--- config.mk ---
export PLATFORM = sky130hd
export DESIGN_NAME = mmu_top
export DESIGN_NICKNAME = d
export VERILOG_FILES = /design/src/mmu_pkg.sv /design/src/mmu_csr_pkg.sv /design/src/mmu_cfg_regs.sv /design/src/dtlb.sv /design/src/pte_perm_check.sv /design/src/lsu_xlat_stage.sv /design/src/mmu_top.sv
export SDC_FILE = /design/constraint.sdc
export NUM_CORES = 1
export LEC_CHECK = 0
export BUFFER_PORTS_ARGS = -buffer_cell sky130_fd_sc_hd__buf_2
export CAP_MARGIN = 15
export CORE_MARGIN = 2
export CORE_UTILIZATION = 23
export CTS_BUF_LIST = sky130_fd_sc_hd__clkbuf_16
export CTS_CLUSTER_DIAMETER = 150
export DETAILED_ROUTE_END_ITERATION = 8
export HOLD_SLACK_MARGIN = 0.12
export SLEW_MARGIN = 20
export SYNTH_ARGS = -nofsm -noshare
export SYNTH_HDL_FRONTEND = slang
export SYNTH_SLANG_ARGS = --single-unit
--- constraint.sdc ---
create_clock -name clk_i -period 14.02 [get_ports clk_i]
set_input_delay 1.402 -clock clk_i [delete_from_list [all_inputs] [get_ports clk_i]]
set_output_delay 1.402 -clock clk_i [all_outputs]
set_load 0.1 [all_outputs]
--- src/mmu_pkg.sv ---
// Translation datapath types
package mmu_pkg;

  // ------------------------------------------------------------------
  // sv39 address geometry
  // ------------------------------------------------------------------
  localparam int unsigned VLEN        = 39;
  localparam int unsigned PLEN        = 56;
  localparam int unsigned PPNW        = 44;
  localparam int unsigned VPNW        = 27;
  localparam int unsigned PAGE_OFFS_W = 12;
  // one vpn level covers 9 bits, three levels in sv39
  localparam int unsigned VPN_LVL_W   = 9;
  localparam int unsigned FLAGS_W     = 8;

  // flag positions in pte order, V at bit 0 up to D at bit 7
  localparam int unsigned FLAG_R = 1;
  localparam int unsigned FLAG_W = 2;
  localparam int unsigned FLAG_X = 3;
  localparam int unsigned FLAG_U = 4;
  localparam int unsigned FLAG_A = 6;
  localparam int unsigned FLAG_D = 7;

  // ------------------------------------------------------------------
  // address and entry types
  // ------------------------------------------------------------------
  typedef logic [VLEN-1:0]    vaddr_t;
  typedef logic [PLEN-1:0]    paddr_t;
  typedef logic [PPNW-1:0]    ppn_t;
  typedef logic [VPNW-1:0]    vpn_t;
  typedef logic [FLAGS_W-1:0] pte_flags_t;

  // leaf level of a tlb entry
  typedef enum logic [1:0] {
    PAGE_4K = 2'd0,
    PAGE_2M = 2'd1,
    PAGE_1G = 2'd2
  } page_size_e;

endpackage

--- src/mmu_csr_pkg.sv ---
// MMU control register map
package mmu_csr_pkg;

  localparam int unsigned CSR_ADDR_W = 4;

  // ------------------------------------------------------------------
  // register offsets
  // ------------------------------------------------------------------
  localparam logic [CSR_ADDR_W-1:0] REG_CTRL      = 4'd0;
  localparam logic [CSR_ADDR_W-1:0] REG_ENTRY_VPN = 4'd1;
  // a write here commits the staged entry to the tlb
  localparam logic [CSR_ADDR_W-1:0] REG_ENTRY_PTE = 4'd2;
  localparam logic [CSR_ADDR_W-1:0] REG_FLUSH     = 4'd3;

  // field positions inside the registers
  localparam int unsigned CTRL_EN_BIT    = 0;
  localparam int unsigned CTRL_PRIV_LSB  = 1;
  localparam int unsigned CTRL_SUM_BIT   = 3;
  localparam int unsigned CTRL_MXR_BIT   = 4;
  // page size sits right above the 27 bit vpn
  localparam int unsigned ENTRY_SIZE_LSB = 27;
  // ppn placed as in a real sv39 pte, flags in 7:0
  localparam int unsigned PTE_PPN_LSB    = 10;

  typedef enum logic [1:0] {
    PRIV_U = 2'd0,
    PRIV_S = 2'd1,
    PRIV_M = 2'd3
  } priv_lvl_e;

  // mcause encodings for the data side
  typedef enum logic [5:0] {
    LD_MISALIGNED   = 6'd4,
    LD_ACCESS_FAULT = 6'd5,
    ST_MISALIGNED   = 6'd6,
    ST_ACCESS_FAULT = 6'd7,
    LD_PAGE_FAULT   = 6'd13,
    ST_PAGE_FAULT   = 6'd15
  } exc_cause_e;

endpackage

--- src/mmu_cfg_regs.sv ---
// MMU configuration registers
`timescale 1ns/1ns

module mmu_cfg_regs (
  input  logic                               clk_i,
  input  logic                               rst_ni,
  input  logic                               cfg_we_i,
  input  logic [mmu_csr_pkg::CSR_ADDR_W-1:0] cfg_addr_i,
  input  logic [63:0]                        cfg_wdata_i,
  output logic [63:0]                        cfg_rdata_o,
  output logic                               xlat_en_o,
  output mmu_csr_pkg::priv_lvl_e             priv_lvl_o,
  output logic                               sum_o,
  output logic                               mxr_o,
  output logic                               tlb_update_o,
  output logic                               tlb_flush_o,
  output mmu_pkg::vpn_t                      upd_vpn_o,
  output mmu_pkg::page_size_e                upd_size_o,
  output mmu_pkg::ppn_t                      upd_ppn_o,
  output mmu_pkg::pte_flags_t                upd_flags_o
);
  import mmu_pkg::*;
  import mmu_csr_pkg::*;

  logic wr_ctrl;
  logic wr_vpn;
  logic wr_pte;
  logic wr_flush;

  // write decode
  assign wr_ctrl  = cfg_we_i && (cfg_addr_i == REG_CTRL);
  assign wr_vpn   = cfg_we_i && (cfg_addr_i == REG_ENTRY_VPN);
  assign wr_pte   = cfg_we_i && (cfg_addr_i == REG_ENTRY_PTE);
  assign wr_flush = cfg_we_i && (cfg_addr_i == REG_FLUSH);

  // ------------------------------------------------------------------
  // control register and strobes
  // ------------------------------------------------------------------
  // comes out of reset untranslated in machine mode
  always_ff @(posedge clk_i or negedge rst_ni) begin
    if (!rst_ni) begin
      xlat_en_o    <= 1'b0;
      priv_lvl_o   <= PRIV_M;
      sum_o        <= 1'b0;
      mxr_o        <= 1'b0;
      tlb_update_o <= 1'b0;
      tlb_flush_o  <= 1'b0;
    end else begin
      // one cycle pulses, entry staging lands on the same edge
      tlb_update_o <= wr_pte;
      tlb_flush_o  <= wr_flush;
      if (wr_ctrl) begin
        xlat_en_o  <= cfg_wdata_i[CTRL_EN_BIT];
        priv_lvl_o <= priv_lvl_e'(cfg_wdata_i[CTRL_PRIV_LSB +: 2]);
        sum_o      <= cfg_wdata_i[CTRL_SUM_BIT];
        mxr_o      <= cfg_wdata_i[CTRL_MXR_BIT];
      end
    end
  end

  // staged tlb entry
  always_ff @(posedge clk_i) begin
    if (wr_vpn) begin
      upd_vpn_o  <= cfg_wdata_i[VPNW-1:0];
      upd_size_o <= page_size_e'(cfg_wdata_i[ENTRY_SIZE_LSB +: 2]);
    end
    if (wr_pte) begin
      upd_ppn_o   <= cfg_wdata_i[PTE_PPN_LSB +: PPNW];
      upd_flags_o <= cfg_wdata_i[FLAGS_W-1:0];
    end
  end

  // ------------------------------------------------------------------
  // read back
  // ------------------------------------------------------------------
  always_comb begin
    cfg_rdata_o = '0;
    case (cfg_addr_i)
      REG_CTRL: begin
        cfg_rdata_o[CTRL_EN_BIT]          = xlat_en_o;
        cfg_rdata_o[CTRL_PRIV_LSB +: 2]   = priv_lvl_o;
        cfg_rdata_o[CTRL_SUM_BIT]         = sum_o;
        cfg_rdata_o[CTRL_MXR_BIT]         = mxr_o;
      end
      REG_ENTRY_VPN: begin
        cfg_rdata_o[VPNW-1:0]             = upd_vpn_o;
        cfg_rdata_o[ENTRY_SIZE_LSB +: 2]  = upd_size_o;
      end
      REG_ENTRY_PTE: begin
        cfg_rdata_o[FLAGS_W-1:0]          = upd_flags_o;
        cfg_rdata_o[PTE_PPN_LSB +: PPNW]  = upd_ppn_o;
      end
      // flush and unmapped offsets read as zero
      default: cfg_rdata_o = '0;
    endcase
  end

  // a single write can only raise one of the two strobes
  a_upd_flush_excl : assert property (@(posedge clk_i) disable iff (!rst_ni)
    !(tlb_update_o && tlb_flush_o));

endmodule

--- src/dtlb.sv ---
// Data TLB
`timescale 1ns/1ns

module dtlb #(
  parameter int unsigned TLB_ENTRIES = 4
) (
  input  logic                clk_i,
  input  logic                rst_ni,
  input  logic                flush_i,
  input  logic                update_i,
  input  mmu_pkg::vpn_t       upd_vpn_i,
  input  mmu_pkg::page_size_e upd_size_i,
  input  mmu_pkg::ppn_t       upd_ppn_i,
  input  mmu_pkg::pte_flags_t upd_flags_i,
  input  mmu_pkg::vaddr_t     lu_vaddr_i,
  output logic                lu_hit_o,
  output mmu_pkg::ppn_t       lu_ppn_o,
  output mmu_pkg::page_size_e lu_size_o,
  output mmu_pkg::pte_flags_t lu_flags_o
);
  import mmu_pkg::*;

  // a single entry still needs a one bit pointer
  localparam int unsigned PTR_W = (TLB_ENTRIES > 1) ? $clog2(TLB_ENTRIES) : 1;

  logic [TLB_ENTRIES-1:0] valid_q;
  vpn_t                   vpn_q   [TLB_ENTRIES];
  page_size_e             size_q  [TLB_ENTRIES];
  ppn_t                   ppn_q   [TLB_ENTRIES];
  pte_flags_t             flags_q [TLB_ENTRIES];

  logic [PTR_W-1:0]       ptr_q;
  logic [PTR_W-1:0]       upd_idx;
  logic                   upd_hit;
  logic [TLB_ENTRIES-1:0] hit_vec;
  vpn_t                   lu_vpn;

  // larger pages ignore the low vpn levels
  function automatic logic vpn_match(vpn_t tag, page_size_e size, vpn_t vpn);
    case (size)
      PAGE_1G: return tag[VPNW-1:2*VPN_LVL_W] == vpn[VPNW-1:2*VPN_LVL_W];
      PAGE_2M: return tag[VPNW-1:VPN_LVL_W] == vpn[VPNW-1:VPN_LVL_W];
      default: return tag == vpn;
    endcase
  endfunction

  assign lu_vpn = lu_vaddr_i[VLEN-1:PAGE_OFFS_W];

  // ------------------------------------------------------------------
  // lookup
  // ------------------------------------------------------------------
  always_comb begin
    hit_vec    = '0;
    lu_hit_o   = 1'b0;
    lu_ppn_o   = '0;
    lu_size_o  = PAGE_4K;
    lu_flags_o = '0;
    for (int i = 0; i < TLB_ENTRIES; i++) begin
      if (valid_q[i] && vpn_match(vpn_q[i], size_q[i], lu_vpn)) begin
        hit_vec[i] = 1'b1;
        lu_hit_o   = 1'b1;
        lu_ppn_o   = ppn_q[i];
        lu_size_o  = size_q[i];
        lu_flags_o = flags_q[i];
      end
    end
  end

  // ------------------------------------------------------------------
  // refill
  // ------------------------------------------------------------------
  // reuse an entry with identical vpn and size, else take the rr slot
  always_comb begin
    upd_hit = 1'b0;
    upd_idx = ptr_q;
    for (int i = 0; i < TLB_ENTRIES; i++) begin
      if (valid_q[i] && (vpn_q[i] == upd_vpn_i) && (size_q[i] == upd_size_i)) begin
        upd_hit = 1'b1;
        upd_idx = PTR_W'(i);
      end
    end
  end

  always_ff @(posedge clk_i or negedge rst_ni) begin
    if (!rst_ni) begin
      valid_q <= '0;
      ptr_q   <= '0;
    end else if (flush_i) begin
      // flush leaves the pointer where it is
      valid_q <= '0;
    end else if (update_i) begin
      valid_q[upd_idx] <= 1'b1;
      if (!upd_hit) begin
        ptr_q <= (ptr_q == PTR_W'(TLB_ENTRIES - 1)) ? '0 : ptr_q + 1'b1;
      end
    end
  end

  always_ff @(posedge clk_i) begin
    if (update_i && !flush_i) begin
      vpn_q[upd_idx]   <= upd_vpn_i;
      size_q[upd_idx]  <= upd_size_i;
      ppn_q[upd_idx]   <= upd_ppn_i;
      flags_q[upd_idx] <= upd_flags_i;
    end
  end

  // overlapping entries would make the lookup result ambiguous
  a_single_hit : assert property (@(posedge clk_i) disable iff (!rst_ni)
    $onehot0(hit_vec));

endmodule

--- src/pte_perm_check.sv ---
// PTE permission check
`timescale 1ns/1ns

module pte_perm_check (
  input  mmu_csr_pkg::priv_lvl_e priv_lvl_i,
  input  logic                   sum_i,
  input  logic                   mxr_i,
  input  logic                   is_store_i,
  input  mmu_pkg::pte_flags_t    flags_i,
  output logic                   page_fault_o
);
  import mmu_pkg::*;
  import mmu_csr_pkg::*;

  logic readable;

  // mxr lets execute-only pages be read
  assign readable = flags_i[FLAG_R] || (mxr_i && flags_i[FLAG_X]);

  always_comb begin
    page_fault_o = 1'b0;
    // machine mode bypasses every page check
    if (priv_lvl_i != PRIV_M) begin
      // accessed bit is not updated in hardware
      if (!flags_i[FLAG_A]) begin
        page_fault_o = 1'b1;
      end
      // user mode needs a user page
      if ((priv_lvl_i == PRIV_U) && !flags_i[FLAG_U]) begin
        page_fault_o = 1'b1;
      end
      // supervisor touches user pages only with sum set
      if ((priv_lvl_i == PRIV_S) && flags_i[FLAG_U] && !sum_i) begin
        page_fault_o = 1'b1;
      end
      if (!is_store_i && !readable) begin
        page_fault_o = 1'b1;
      end
      // dirty bit is also left to software
      if (is_store_i && (!flags_i[FLAG_W] || !flags_i[FLAG_D])) begin
        page_fault_o = 1'b1;
      end
    end
  end

endmodule

--- src/lsu_xlat_stage.sv ---
// Load/store translation stage
`timescale 1ns/1ns

module lsu_xlat_stage (
  input  logic                    clk_i,
  input  logic                    rst_ni,
  input  logic                    req_i,
  input  logic                    is_store_i,
  input  logic                    misaligned_i,
  input  logic                    xlat_en_i,
  input  logic [63:0]             vaddr_i,
  input  logic                    hit_i,
  input  mmu_pkg::ppn_t           ppn_i,
  input  mmu_pkg::page_size_e     size_i,
  input  mmu_pkg::pte_flags_t     flags_i,
  output logic                    store_q_o,
  output mmu_pkg::pte_flags_t     flags_q_o,
  input  logic                    page_fault_i,
  output logic                    valid_o,
  output logic                    miss_o,
  output mmu_pkg::paddr_t         paddr_o,
  output logic                    exc_valid_o,
  output mmu_csr_pkg::exc_cause_e exc_cause_o,
  output logic [63:0]             exc_tval_o
);
  import mmu_pkg::*;
  import mmu_csr_pkg::*;

  logic        req_q;
  logic        mis_q;
  logic        hit_q;
  logic [63:0] vaddr_q;
  ppn_t        ppn_q;
  page_size_e  size_q;
  vaddr_t      va_low;
  logic        canon;

  // ------------------------------------------------------------------
  // cycle 0 capture
  // ------------------------------------------------------------------
  always_ff @(posedge clk_i or negedge rst_ni) begin
    if (!rst_ni) begin
      req_q <= 1'b0;
    end else begin
      req_q <= req_i;
    end
  end

  // request payload and tlb answer
  always_ff @(posedge clk_i) begin
    store_q_o <= is_store_i;
    mis_q     <= misaligned_i;
    vaddr_q   <= vaddr_i;
    hit_q     <= hit_i;
    ppn_q     <= ppn_i;
    size_q    <= size_i;
    flags_q_o <= flags_i;
  end

  // ------------------------------------------------------------------
  // cycle 1 result
  // ------------------------------------------------------------------
  assign va_low = vaddr_q[VLEN-1:0];
  // upper bits must all copy bit 38
  assign canon  = (&vaddr_q[63:VLEN-1]) || !(|vaddr_q[63:VLEN-1]);

  // no walker, so a miss just ends the request
  assign miss_o  = req_q && xlat_en_i && !mis_q && canon && !hit_q;
  assign valid_o = req_q && !miss_o;

  always_comb begin
    if (xlat_en_i) begin
      paddr_o = {ppn_q, va_low[PAGE_OFFS_W-1:0]};
      // superpages pass the low vpn levels through
      if (size_q == PAGE_2M) begin
        paddr_o[PAGE_OFFS_W +: VPN_LVL_W] = va_low[PAGE_OFFS_W +: VPN_LVL_W];
      end
      if (size_q == PAGE_1G) begin
        paddr_o[PAGE_OFFS_W +: 2*VPN_LVL_W] = va_low[PAGE_OFFS_W +: 2*VPN_LVL_W];
      end
    end else begin
      paddr_o = paddr_t'(va_low);
    end
  end

  // misaligned beats non-canonical beats page fault
  always_comb begin
    exc_valid_o = 1'b0;
    exc_cause_o = store_q_o ? ST_MISALIGNED : LD_MISALIGNED;
    if (mis_q) begin
      exc_valid_o = valid_o;
    end else if (!canon) begin
      exc_valid_o = valid_o;
      exc_cause_o = store_q_o ? ST_ACCESS_FAULT : LD_ACCESS_FAULT;
    end else if (xlat_en_i && hit_q && page_fault_i) begin
      exc_valid_o = valid_o;
      exc_cause_o = store_q_o ? ST_PAGE_FAULT : LD_PAGE_FAULT;
    end
  end

  assign exc_tval_o = vaddr_q;

  a_valid_miss_excl : assert property (@(posedge clk_i) disable iff (!rst_ni)
    !(valid_o && miss_o));

endmodule

--- src/mmu_top.sv ---
// Data-side MMU top level
`timescale 1ns/1ns

module mmu_top (
  input  logic                               clk_i,
  input  logic                               rst_ni,
  input  logic                               cfg_we_i,
  input  logic [mmu_csr_pkg::CSR_ADDR_W-1:0] cfg_addr_i,
  input  logic [63:0]                        cfg_wdata_i,
  output logic [63:0]                        cfg_rdata_o,
  input  logic                               lsu_req_i,
  input  logic [63:0]                        lsu_vaddr_i,
  input  logic                               lsu_is_store_i,
  input  logic                               lsu_misaligned_i,
  output logic                               lsu_dtlb_hit_o,
  output logic                               lsu_valid_o,
  output logic                               lsu_miss_o,
  output mmu_pkg::paddr_t                    lsu_paddr_o,
  output logic                               lsu_exc_valid_o,
  output mmu_csr_pkg::exc_cause_e            lsu_exc_cause_o,
  output logic [63:0]                        lsu_exc_tval_o
);
  import mmu_pkg::*;
  import mmu_csr_pkg::*;

  // translation controls
  logic       xlat_en;
  priv_lvl_e  priv_lvl;
  logic       sum;
  logic       mxr;
  // tlb refill path
  logic       tlb_update;
  logic       tlb_flush;
  vpn_t       upd_vpn;
  page_size_e upd_size;
  ppn_t       upd_ppn;
  pte_flags_t upd_flags;
  // lookup result and registered copies
  logic       lu_hit;
  ppn_t       lu_ppn;
  page_size_e lu_size;
  pte_flags_t lu_flags;
  logic       store_q;
  pte_flags_t flags_q;
  logic       page_fault;

  mmu_cfg_regs u_cfg_regs (
    .clk_i        (clk_i),
    .rst_ni       (rst_ni),
    .cfg_we_i     (cfg_we_i),
    .cfg_addr_i   (cfg_addr_i),
    .cfg_wdata_i  (cfg_wdata_i),
    .cfg_rdata_o  (cfg_rdata_o),
    .xlat_en_o    (xlat_en),
    .priv_lvl_o   (priv_lvl),
    .sum_o        (sum),
    .mxr_o        (mxr),
    .tlb_update_o (tlb_update),
    .tlb_flush_o  (tlb_flush),
    .upd_vpn_o    (upd_vpn),
    .upd_size_o   (upd_size),
    .upd_ppn_o    (upd_ppn),
    .upd_flags_o  (upd_flags)
  );

  dtlb #(
    .TLB_ENTRIES (4)
  ) u_dtlb (
    .clk_i       (clk_i),
    .rst_ni      (rst_ni),
    .flush_i     (tlb_flush),
    .update_i    (tlb_update),
    .upd_vpn_i   (upd_vpn),
    .upd_size_i  (upd_size),
    .upd_ppn_i   (upd_ppn),
    .upd_flags_i (upd_flags),
    .lu_vaddr_i  (lsu_vaddr_i[VLEN-1:0]),
    .lu_hit_o    (lu_hit),
    .lu_ppn_o    (lu_ppn),
    .lu_size_o   (lu_size),
    .lu_flags_o  (lu_flags)
  );

  // untranslated accesses always hit
  assign lsu_dtlb_hit_o = xlat_en ? lu_hit : 1'b1;

  lsu_xlat_stage u_xlat (
    .clk_i        (clk_i),
    .rst_ni       (rst_ni),
    .req_i        (lsu_req_i),
    .is_store_i   (lsu_is_store_i),
    .misaligned_i (lsu_misaligned_i),
    .xlat_en_i    (xlat_en),
    .vaddr_i      (lsu_vaddr_i),
    .hit_i        (lu_hit),
    .ppn_i        (lu_ppn),
    .size_i       (lu_size),
    .flags_i      (lu_flags),
    .store_q_o    (store_q),
    .flags_q_o    (flags_q),
    .page_fault_i (page_fault),
    .valid_o      (lsu_valid_o),
    .miss_o       (lsu_miss_o),
    .paddr_o      (lsu_paddr_o),
    .exc_valid_o  (lsu_exc_valid_o),
    .exc_cause_o  (lsu_exc_cause_o),
    .exc_tval_o   (lsu_exc_tval_o)
  );

  // checker sees the flags captured with the request
  pte_perm_check u_perm (
    .priv_lvl_i   (priv_lvl),
    .sum_i        (sum),
    .mxr_i        (mxr),
    .is_store_i   (store_q),
    .flags_i      (flags_q),
    .page_fault_o (page_fault)
  );

endmodule

==> impl_metrics.py, run 1 <==
metrics = {
    "die": {
        "rows": 110,
        "die_w_um": 305,
        "core_um2": 89900,
        "fp.dieArea_um2": 93100,
        "die_h_um": 305,
        "start_util_pct": 23.2,
        "pin_count": 332,
    },
    "yosys": {
        "syn-cell-area_um2": 20800,
        "ys_seq_area_share_pct": 70.3,
        "yosys.area.top_type": "edfxtp_1",
        "synth.area.top_cells": "edfxtp_1, dfxtp_1, xnor2_1",
        "synth_top_area_share_pct": 57.2,
        "ys_types": 61,
        "synth_seq_cells": 530,
        "synth_edf_count": 397,
        "synthCells": 1350,
        "synth_flop_cell": "edfxtp_1",
        "async_reset_ff_share_pct": 2.64,
        "yosysWarnings": 0,
        "syn_area_per_cell_um2": 15.4,
    },
    "routing": {
        "drt-total-wl_mm": 63.8,
        "ant_nets": 0,
        "drc": 0,
        "dr_total_vias": 12200,
        "viasPerCell": 4.25,
        "firstDrtPassIters": 5,
        "initialDrtViolationCount": 810,
        "avgRoutedWirePerCell_um": 22.2,
    },
    "layout": {
        "drive_gt1_share_pct": 31.7,
        "area_delta_synth_final_pct": 23.2,
        "fill_cells": 9051,
        "finalNetCount": 1792,
    },
    "sta": {
        "fin_setup_tns_ns": 0,
        "max_freq_mhz": 166,
        "setup_viol": 0,
        "worstMarginPinSlew_ns": 1.06,
        "relSlewSlack_pct": 29.1,
        "slew_violations": 0,
        "fin_crit_ns": 6.03,
        "hold_viol_final": 0,
        "clock_skew_ns": 0.0280,
        "grt_setup_unrepaired": "no",
        "fin_ws_ns": 7.99,
        "fin_crit_sh_pct": 43.0,
    },
    "critical_path": {
        "required_ns": 12.62,
        "max_stage_delay_ns": 0.95,
        "ff2ff_setup_slack_ns": 9.23,
        "path_cells": "buf_2, xor2_1, nor4_1, and3_1, a31oi_1, nor4_1, nor3_1, nand2_1, buf_2",
        "r2r-start": "u_cfg_regs.upd_vpn_o[23]$_DFFE_PP_",
        "r2r_end": "u_dtlb.flags_q[2][7]$_DFFE_PP_",
        "path_max_fanout": 5,
        "critPathKind": "input pin to primary output",
        "critPathLaunch": "lsu_vaddr_i[15]",
        "critical_path.endpoint_type": "primary output",
        "start_kind": "input pin",
        "cp.buffers_inverters": 2,
        "critPathSlowestCell": "nor4_1",
        "reg2reg_depth": 9,
        "crit_family": "simple AND/OR/NAND/NOR gates",
        "crit_arrival_ns": 4.63,
    },
    "clock_network": {
        "path_clk_slew_ns": 0.06,
        "hold_buffers": 0,
        "tritoncts": "built",
        "clock_path_buffers": 3,
        "cts_setup_buffers": 0,
        "clock_sinks": 530,
        "clkLatencyLatePin_ns": 0.61,
        "h-tree-depth": 3,
        "numCtsBuffers": 66,
        "cts-root-buf": "clkbuf_16",
        "ctsResizeCount": 0,
    },
    "global_routing": {
        "grt_pass1_vias": 12800,
        "grt_max_degree": 62,
        "gr-total-overflow": 0,
        "antenna_found_initial": 10,
        "grt_usage_pct": 13.4,
        "grt_pass1_wl_mm": 90.9,
    },
    "place": {
        "dpl.hpwl_mm": 43.4,
        "dpl_worst_slack_ns": 8.01,
        "gp_congestion": 0.890,
        "port_buffers": 308,
    },
    "pwr": {
        "vdd_drop_max_v": 0.0000903,
        "power.density_nw_per_um2": 151,
        "power.leakage_nw": 9.18,
    },
    "outcome": {
        "status": "finished clean",
    },
    "min_path": {
        "hold_end": "u_xlat.flags_q_o[2]$_DFF_P_",
        "whs_path_depth": 2,
        "hp-start": "u_dtlb.flags_q[2][2]$_DFFE_PP_",
        "worst_hold_path_type": "flip-flop to flip-flop",
    },
    "run": {
        "drv_cap": 0,
    },
}
## logic make-up (layout without fill, tap and decap cells)
kind of cell,Yosys count,after routing,synth area share (%)
other,2,15,0.0360
DFF,530,530,70.3
adders and majority gates,9,9,0.540
and+or+nand+nor,264,264,6.82
muxes,34,34,1.84
AOI/OAI and AO/OA,156,156,7.41
buffers and inverters,130,467,3.60
xor gates and xnor gates,225,225,9.45
## synthesized netlist by cell type, types with 3 or more instances
cell	number
a22o_1	22
a221oi_2	50
dfxtp_1	119
buf_2	10
inv_1	19
nand2_1	30
nor3_1	9
o22ai_1	55
nor2_1	70
buf_6	5
nand2b_1	4
a21oi_1	3
buf_12	5
mux2_2	34
nand3_1	13
dfrtp_1	12
nand4_1	41
and2_1	47
buf_4	32
a22oi_1	5
nor4_1	33
xor2_1	78
ha_1	9
xnor2_1	147
edfxtp_1	397
clkbuf_1	55
## worst min-delay path: stages, from the launching register on
cell and delay (ns):
edfxtp_1 0.32, o22ai_1 0.06, nor2_1 0.07
## cells in the final DEF (no fill, tap or decap), types with 18 or more instances in the layout
cell type and count:
edfxtp_1 397, buf_2 308, xnor2_1 147, dfxtp_1 119
xor2_1 78, clkbuf_16 70, nor2_1 65, o22ai_1 55
a221oi_2 50, and2_1 46, nand4_1 41, mux2_2 34
nor4_1 33, nand2_1 30, a22o_1 22, inv_1 21
buf_4 18
## how the worst max path moves through the flow
stage                      endpoint  cells after the start  slack [ns]
floorplan           lsu_exc_valid_o                      8        7.94
finish               lsu_dtlb_hit_o                      9        7.99
global placement     lsu_dtlb_hit_o                      9        8.02
global route         lsu_dtlb_hit_o                      9        7.93
detailed placement   lsu_dtlb_hit_o                      9        8.01
CTS                  lsu_dtlb_hit_o                      9        8.00
## power by group
part	switching (mW)	total (mW)	internal, mW
Combinational	0.308	0.387	0.0784
Clock	0.701	1.75	1.05
Sequential	0.0400	1.75	1.71
## layer usage
layer / part of all wire [%] / GRT usage, % / vias up
met1: 43 / 17.2 / 6192
met2: 49 / 22.7 / 342
met5: 0.086 / 0 / -
li1: - / - / 5588
met3: 5.8 / 3.18 / 92
met4: 1.6 / 3.30 / 10
## state kept, by name, summed over array words and instances (netlist names), 4 cells and up
name                    cells
u_cfg_regs.upd_flags_o      8
u_dtlb.ppn_q              176
u_xlat.flags_q_o            6
u_cfg_regs.upd_ppn_o       44
u_dtlb.vpn_q              108
u_xlat.exc_tval_o          64
u_dtlb.valid_q              4
u_xlat.ppn_q               44
u_cfg_regs.upd_vpn_o       27
u_dtlb.flags_q             24
u_dtlb.size_q               8
## stage by stage
stage | instances | area [um^2] | utilization (%) | power, mW | hold WS (ns)
detailed placement | 2753 | 23400 | 26.1 | 2.18 | 0.467
global route | 2875 | 25700 | 28.6 | 4.03 | 0.491
finish | 2876 | 25700 | 28.6 | 3.89 | 0.472
CTS | 2874 | 25700 | 28.6 | 3.95 | 0.473
floorplan | 1361 | 20900 | - | 2.09 | 0.453
global placement | 2753 | 23400 | 26.1 | 2.17 | 0.475
## layout make-up
cell class | instances | area, um^2 | area share (%)
inverter | 20 | 75.1 | 0.292
sequential | 530 | 14700 | 57.1
clock inverter | 51 | 500 | 1.95
multi-input combinational | 701 | 5550 | 21.6
clock buffer | 70 | 1750 | 6.82
tap | 1176 | 1470 | 5.73
timing repair buffer | 326 | 1680 | 6.53
antenna | 2 | 5.00 | 0.0195
Power figures use the tool's default switching activity.
==> run 2: changes to the inputs <==
- clock period: 14.02 -> 5.1 ns (I/O delays scaled with it)
==> run 2 against run 1 <==
Clock power rose by 150%. Wire length rose by 3.6%. Count of clock-buffer cells in the layout fell by 8. Die area did not move. Setup slack got worse by 7.3 ns. Global-route usage rose by 0.47 points. Cell area rose by 4.1%. Largest power group unchanged.
==> impl_metrics.py, run 2 (synthesized netlist as in run 1, its figures left out) <==
metrics = {
    "layout": {
        "post-route-cell-area_um2": 26700,
        "final_util_pct": 29.7,
        "regMostFlops": "u_dtlb.ppn_q",
        "drive_gt1_share_pct": 29.5,
        "final_common_cell": "edfxtp_1",
        "area_delta_synth_final_pct": 28.2,
        "largest_reg_flops": 176,
        "mostFrequentLayoutCells": "edfxtp_1, buf_2, xnor2_1",
        "finalNetCount": 1914,
    },
    "routing": {
        "initialDrtViolationCount": 960,
        "drt-total-wl_mm": 66.1,
        "drc": 0,
        "firstDrtPassIters": 5,
        "dr_total_vias": 12800,
        "viasPerCell": 4.27,
        "avgRoutedWirePerCell_um": 22.1,
        "ant_nets": 0,
    },
    "place": {
        "dpl_worst_slack_ns": 1.22,
        "port_buffers": 308,
        "dpl.hpwl_mm": 43.8,
        "gp_congestion": 0.897,
        "placed_cell_area_um2": 23600,
    },
    "pwr": {
        "power.density_nw_per_um2": 386,
        "vdd_drop_max_v": 0.000262,
        "power.leakage_nw": 9.65,
    },
    "sta": {
        "fin_setup_tns_ns": 0,
        "fin_crit_sh_pct": 85.8,
        "setup_viol": 0,
        "grt_setup_unrepaired": "no",
        "max_freq_mhz": 229,
        "fin_crit_ns": 4.38,
        "fin_ws_ns": 0.725,
        "relSlewSlack_pct": 28.3,
        "clock_skew_ns": 0.0241,
        "worstMarginPinSlew_ns": 1.08,
        "hold_viol_final": 0,
        "slew_violations": 0,
    },
    "critical_path": {
        "critical_path.endpoint_type": "primary output",
        "crit_arrival_ns": 3.87,
        "crit_family": "simple AND/OR/NAND/NOR gates",
        "start_kind": "input pin",
        "max_stage_delay_ns": 0.61,
        "required_ns": 4.59,
        "cp.buffers_inverters": 3,
        "path_max_fanout": 5,
        "path_cells": "dlygate4sd3_1, buf_2, xor2_1, nor4_1, and3_1, a31oi_1, nor4_1, nor3_1, nand2_1, buf_2",
        "critPathKind": "input pin to primary output",
        "critPathSlowestCell": "nor4_1",
    },
    "die": {
        "fp.dieArea_um2": 93100,
        "start_util_pct": 23.2,
        "pin_count": 332,
        "die_h_um": 305,
        "die_w_um": 305,
        "rows": 110,
        "core_um2": 89900,
    },
    "clock_network": {
        "tritoncts": "built",
        "clkLatencyLatePin_ns": 0.63,
        "h-tree-depth": 2,
        "path_clk_slew_ns": 0.06,
        "clock_sinks": 530,
        "cts_setup_buffers": 0,
        "cts-root-buf": "clkbuf_16",
        "clock_path_buffers": 3,
        "numCtsBuffers": 61,
    },
    "global_routing": {
        "grt_usage_pct": 13.9,
        "antenna_found_initial": 8,
        "grt_pass1_vias": 13600,
        "grt_max_degree": 80,
        "gr-total-overflow": 0,
        "grt_pass1_wl_mm": 94.2,
    },
    "min_path": {
        "worst_hold_path_type": "input pin to flip-flop",
    },
    "outcome": {
        "status": "finished clean",
    },
    "run": {
        "drv_cap": 0,
    },
}
==> run 2: cell count changes in the layout (fill, tap and decap cells not counted), sizes merged <==
cell | before | now
buf | 326 | 336
clkinvlp | 5 | 3
dlygate4sd3 | 0 | 117
clkbuf | 70 | 62
diode | 2 | 4
bufinv | 7 | 6
inv | 28 | 44
clkinv | 31 | 18
==> run 2: worst register-to-register path, cell delays in order, from the launching register on <==
cell and delay (ns):
edfxtp_1 0.61, xor2_1 0.26, nor4_1 0.50, nand4_1 0.14, or4_1 0.53, a21bo_1 0.25
a21boi_2 0.36, inv_2 0.15, nor2_4 0.39, buf_12 0.33
==> run 2: final cells by class <==
cell class                 instances  area [um^2]
clock buffer                      62         1550
clock inverter                    51          449
tap                             1176         1470
timing repair buffer             453         2990
inverter                          20         75.1
fill                            8892        63100
multi-input combinational        701         5540
sequential                       530        14700
antenna                            4         10.0
==> run 2: worst paths after layout <==
kind	startpoint	to	slack [ns]	cells past startpoint
worst max-delay path	lsu_vaddr_i[14]	lsu_dtlb_hit_o	0.72	10
worst min-delay path	lsu_vaddr_i[38]	u_xlat.exc_tval_o[38]$_DFF_P_	0.16	1
worst max register to register	u_cfg_regs.upd_vpn_o[26]$_DFFE_PP_	u_dtlb.ppn_q[2][27]$_DFFE_PP_	1.22	9
worst min register to register	u_dtlb.ppn_q[2][23]$_DFFE_PP_	u_xlat.ppn_q[23]$_DFF_P_	0.48	2
max in group asynchronous	rst_ni	u_cfg_regs.xlat_en_o$_DFFE_PN0P_	4.36	2
min in group asynchronous	rst_ni	u_xlat.req_q$_DFF_PN0_	0.39	2
==> run 2: metal layers <==
metal / track usage, % / part of all wire [%]
met2: 24.0 / 50
met3: 2.67 / 5.2
met5: 0 / 0.083
met4: 3.66 / 2.2
met1: 17.7 / 43
==> run 2: timing repair <==
action	4_1_cts	5_1_grt
endpoints found under the hold margin	160	0
endpoints found under the setup margin	0	0
gates resized for setup	0	0
hold buffers	117	0
==> run 2: power by group <==
group	switching (mW)	total (mW)	internal [mW]
Combinational	0.858	1.14	0.279
Clock	1.83	4.36	2.53
Sequential	0.111	4.82	4.71
Total	2.80	10.3	7.52
==> run 2: stage by stage <==
step,cells,hold WS [ns],total power [mW]
6_report,2997,0.159,10.3
2_1_floorplan,1361,0.214,5.74
4_1_cts,2993,0.120,10.5
3_3_place_gp,2763,0.454,5.97
3_5_place_dp,2763,0.464,5.99
5_1_grt,2996,0.123,10.7
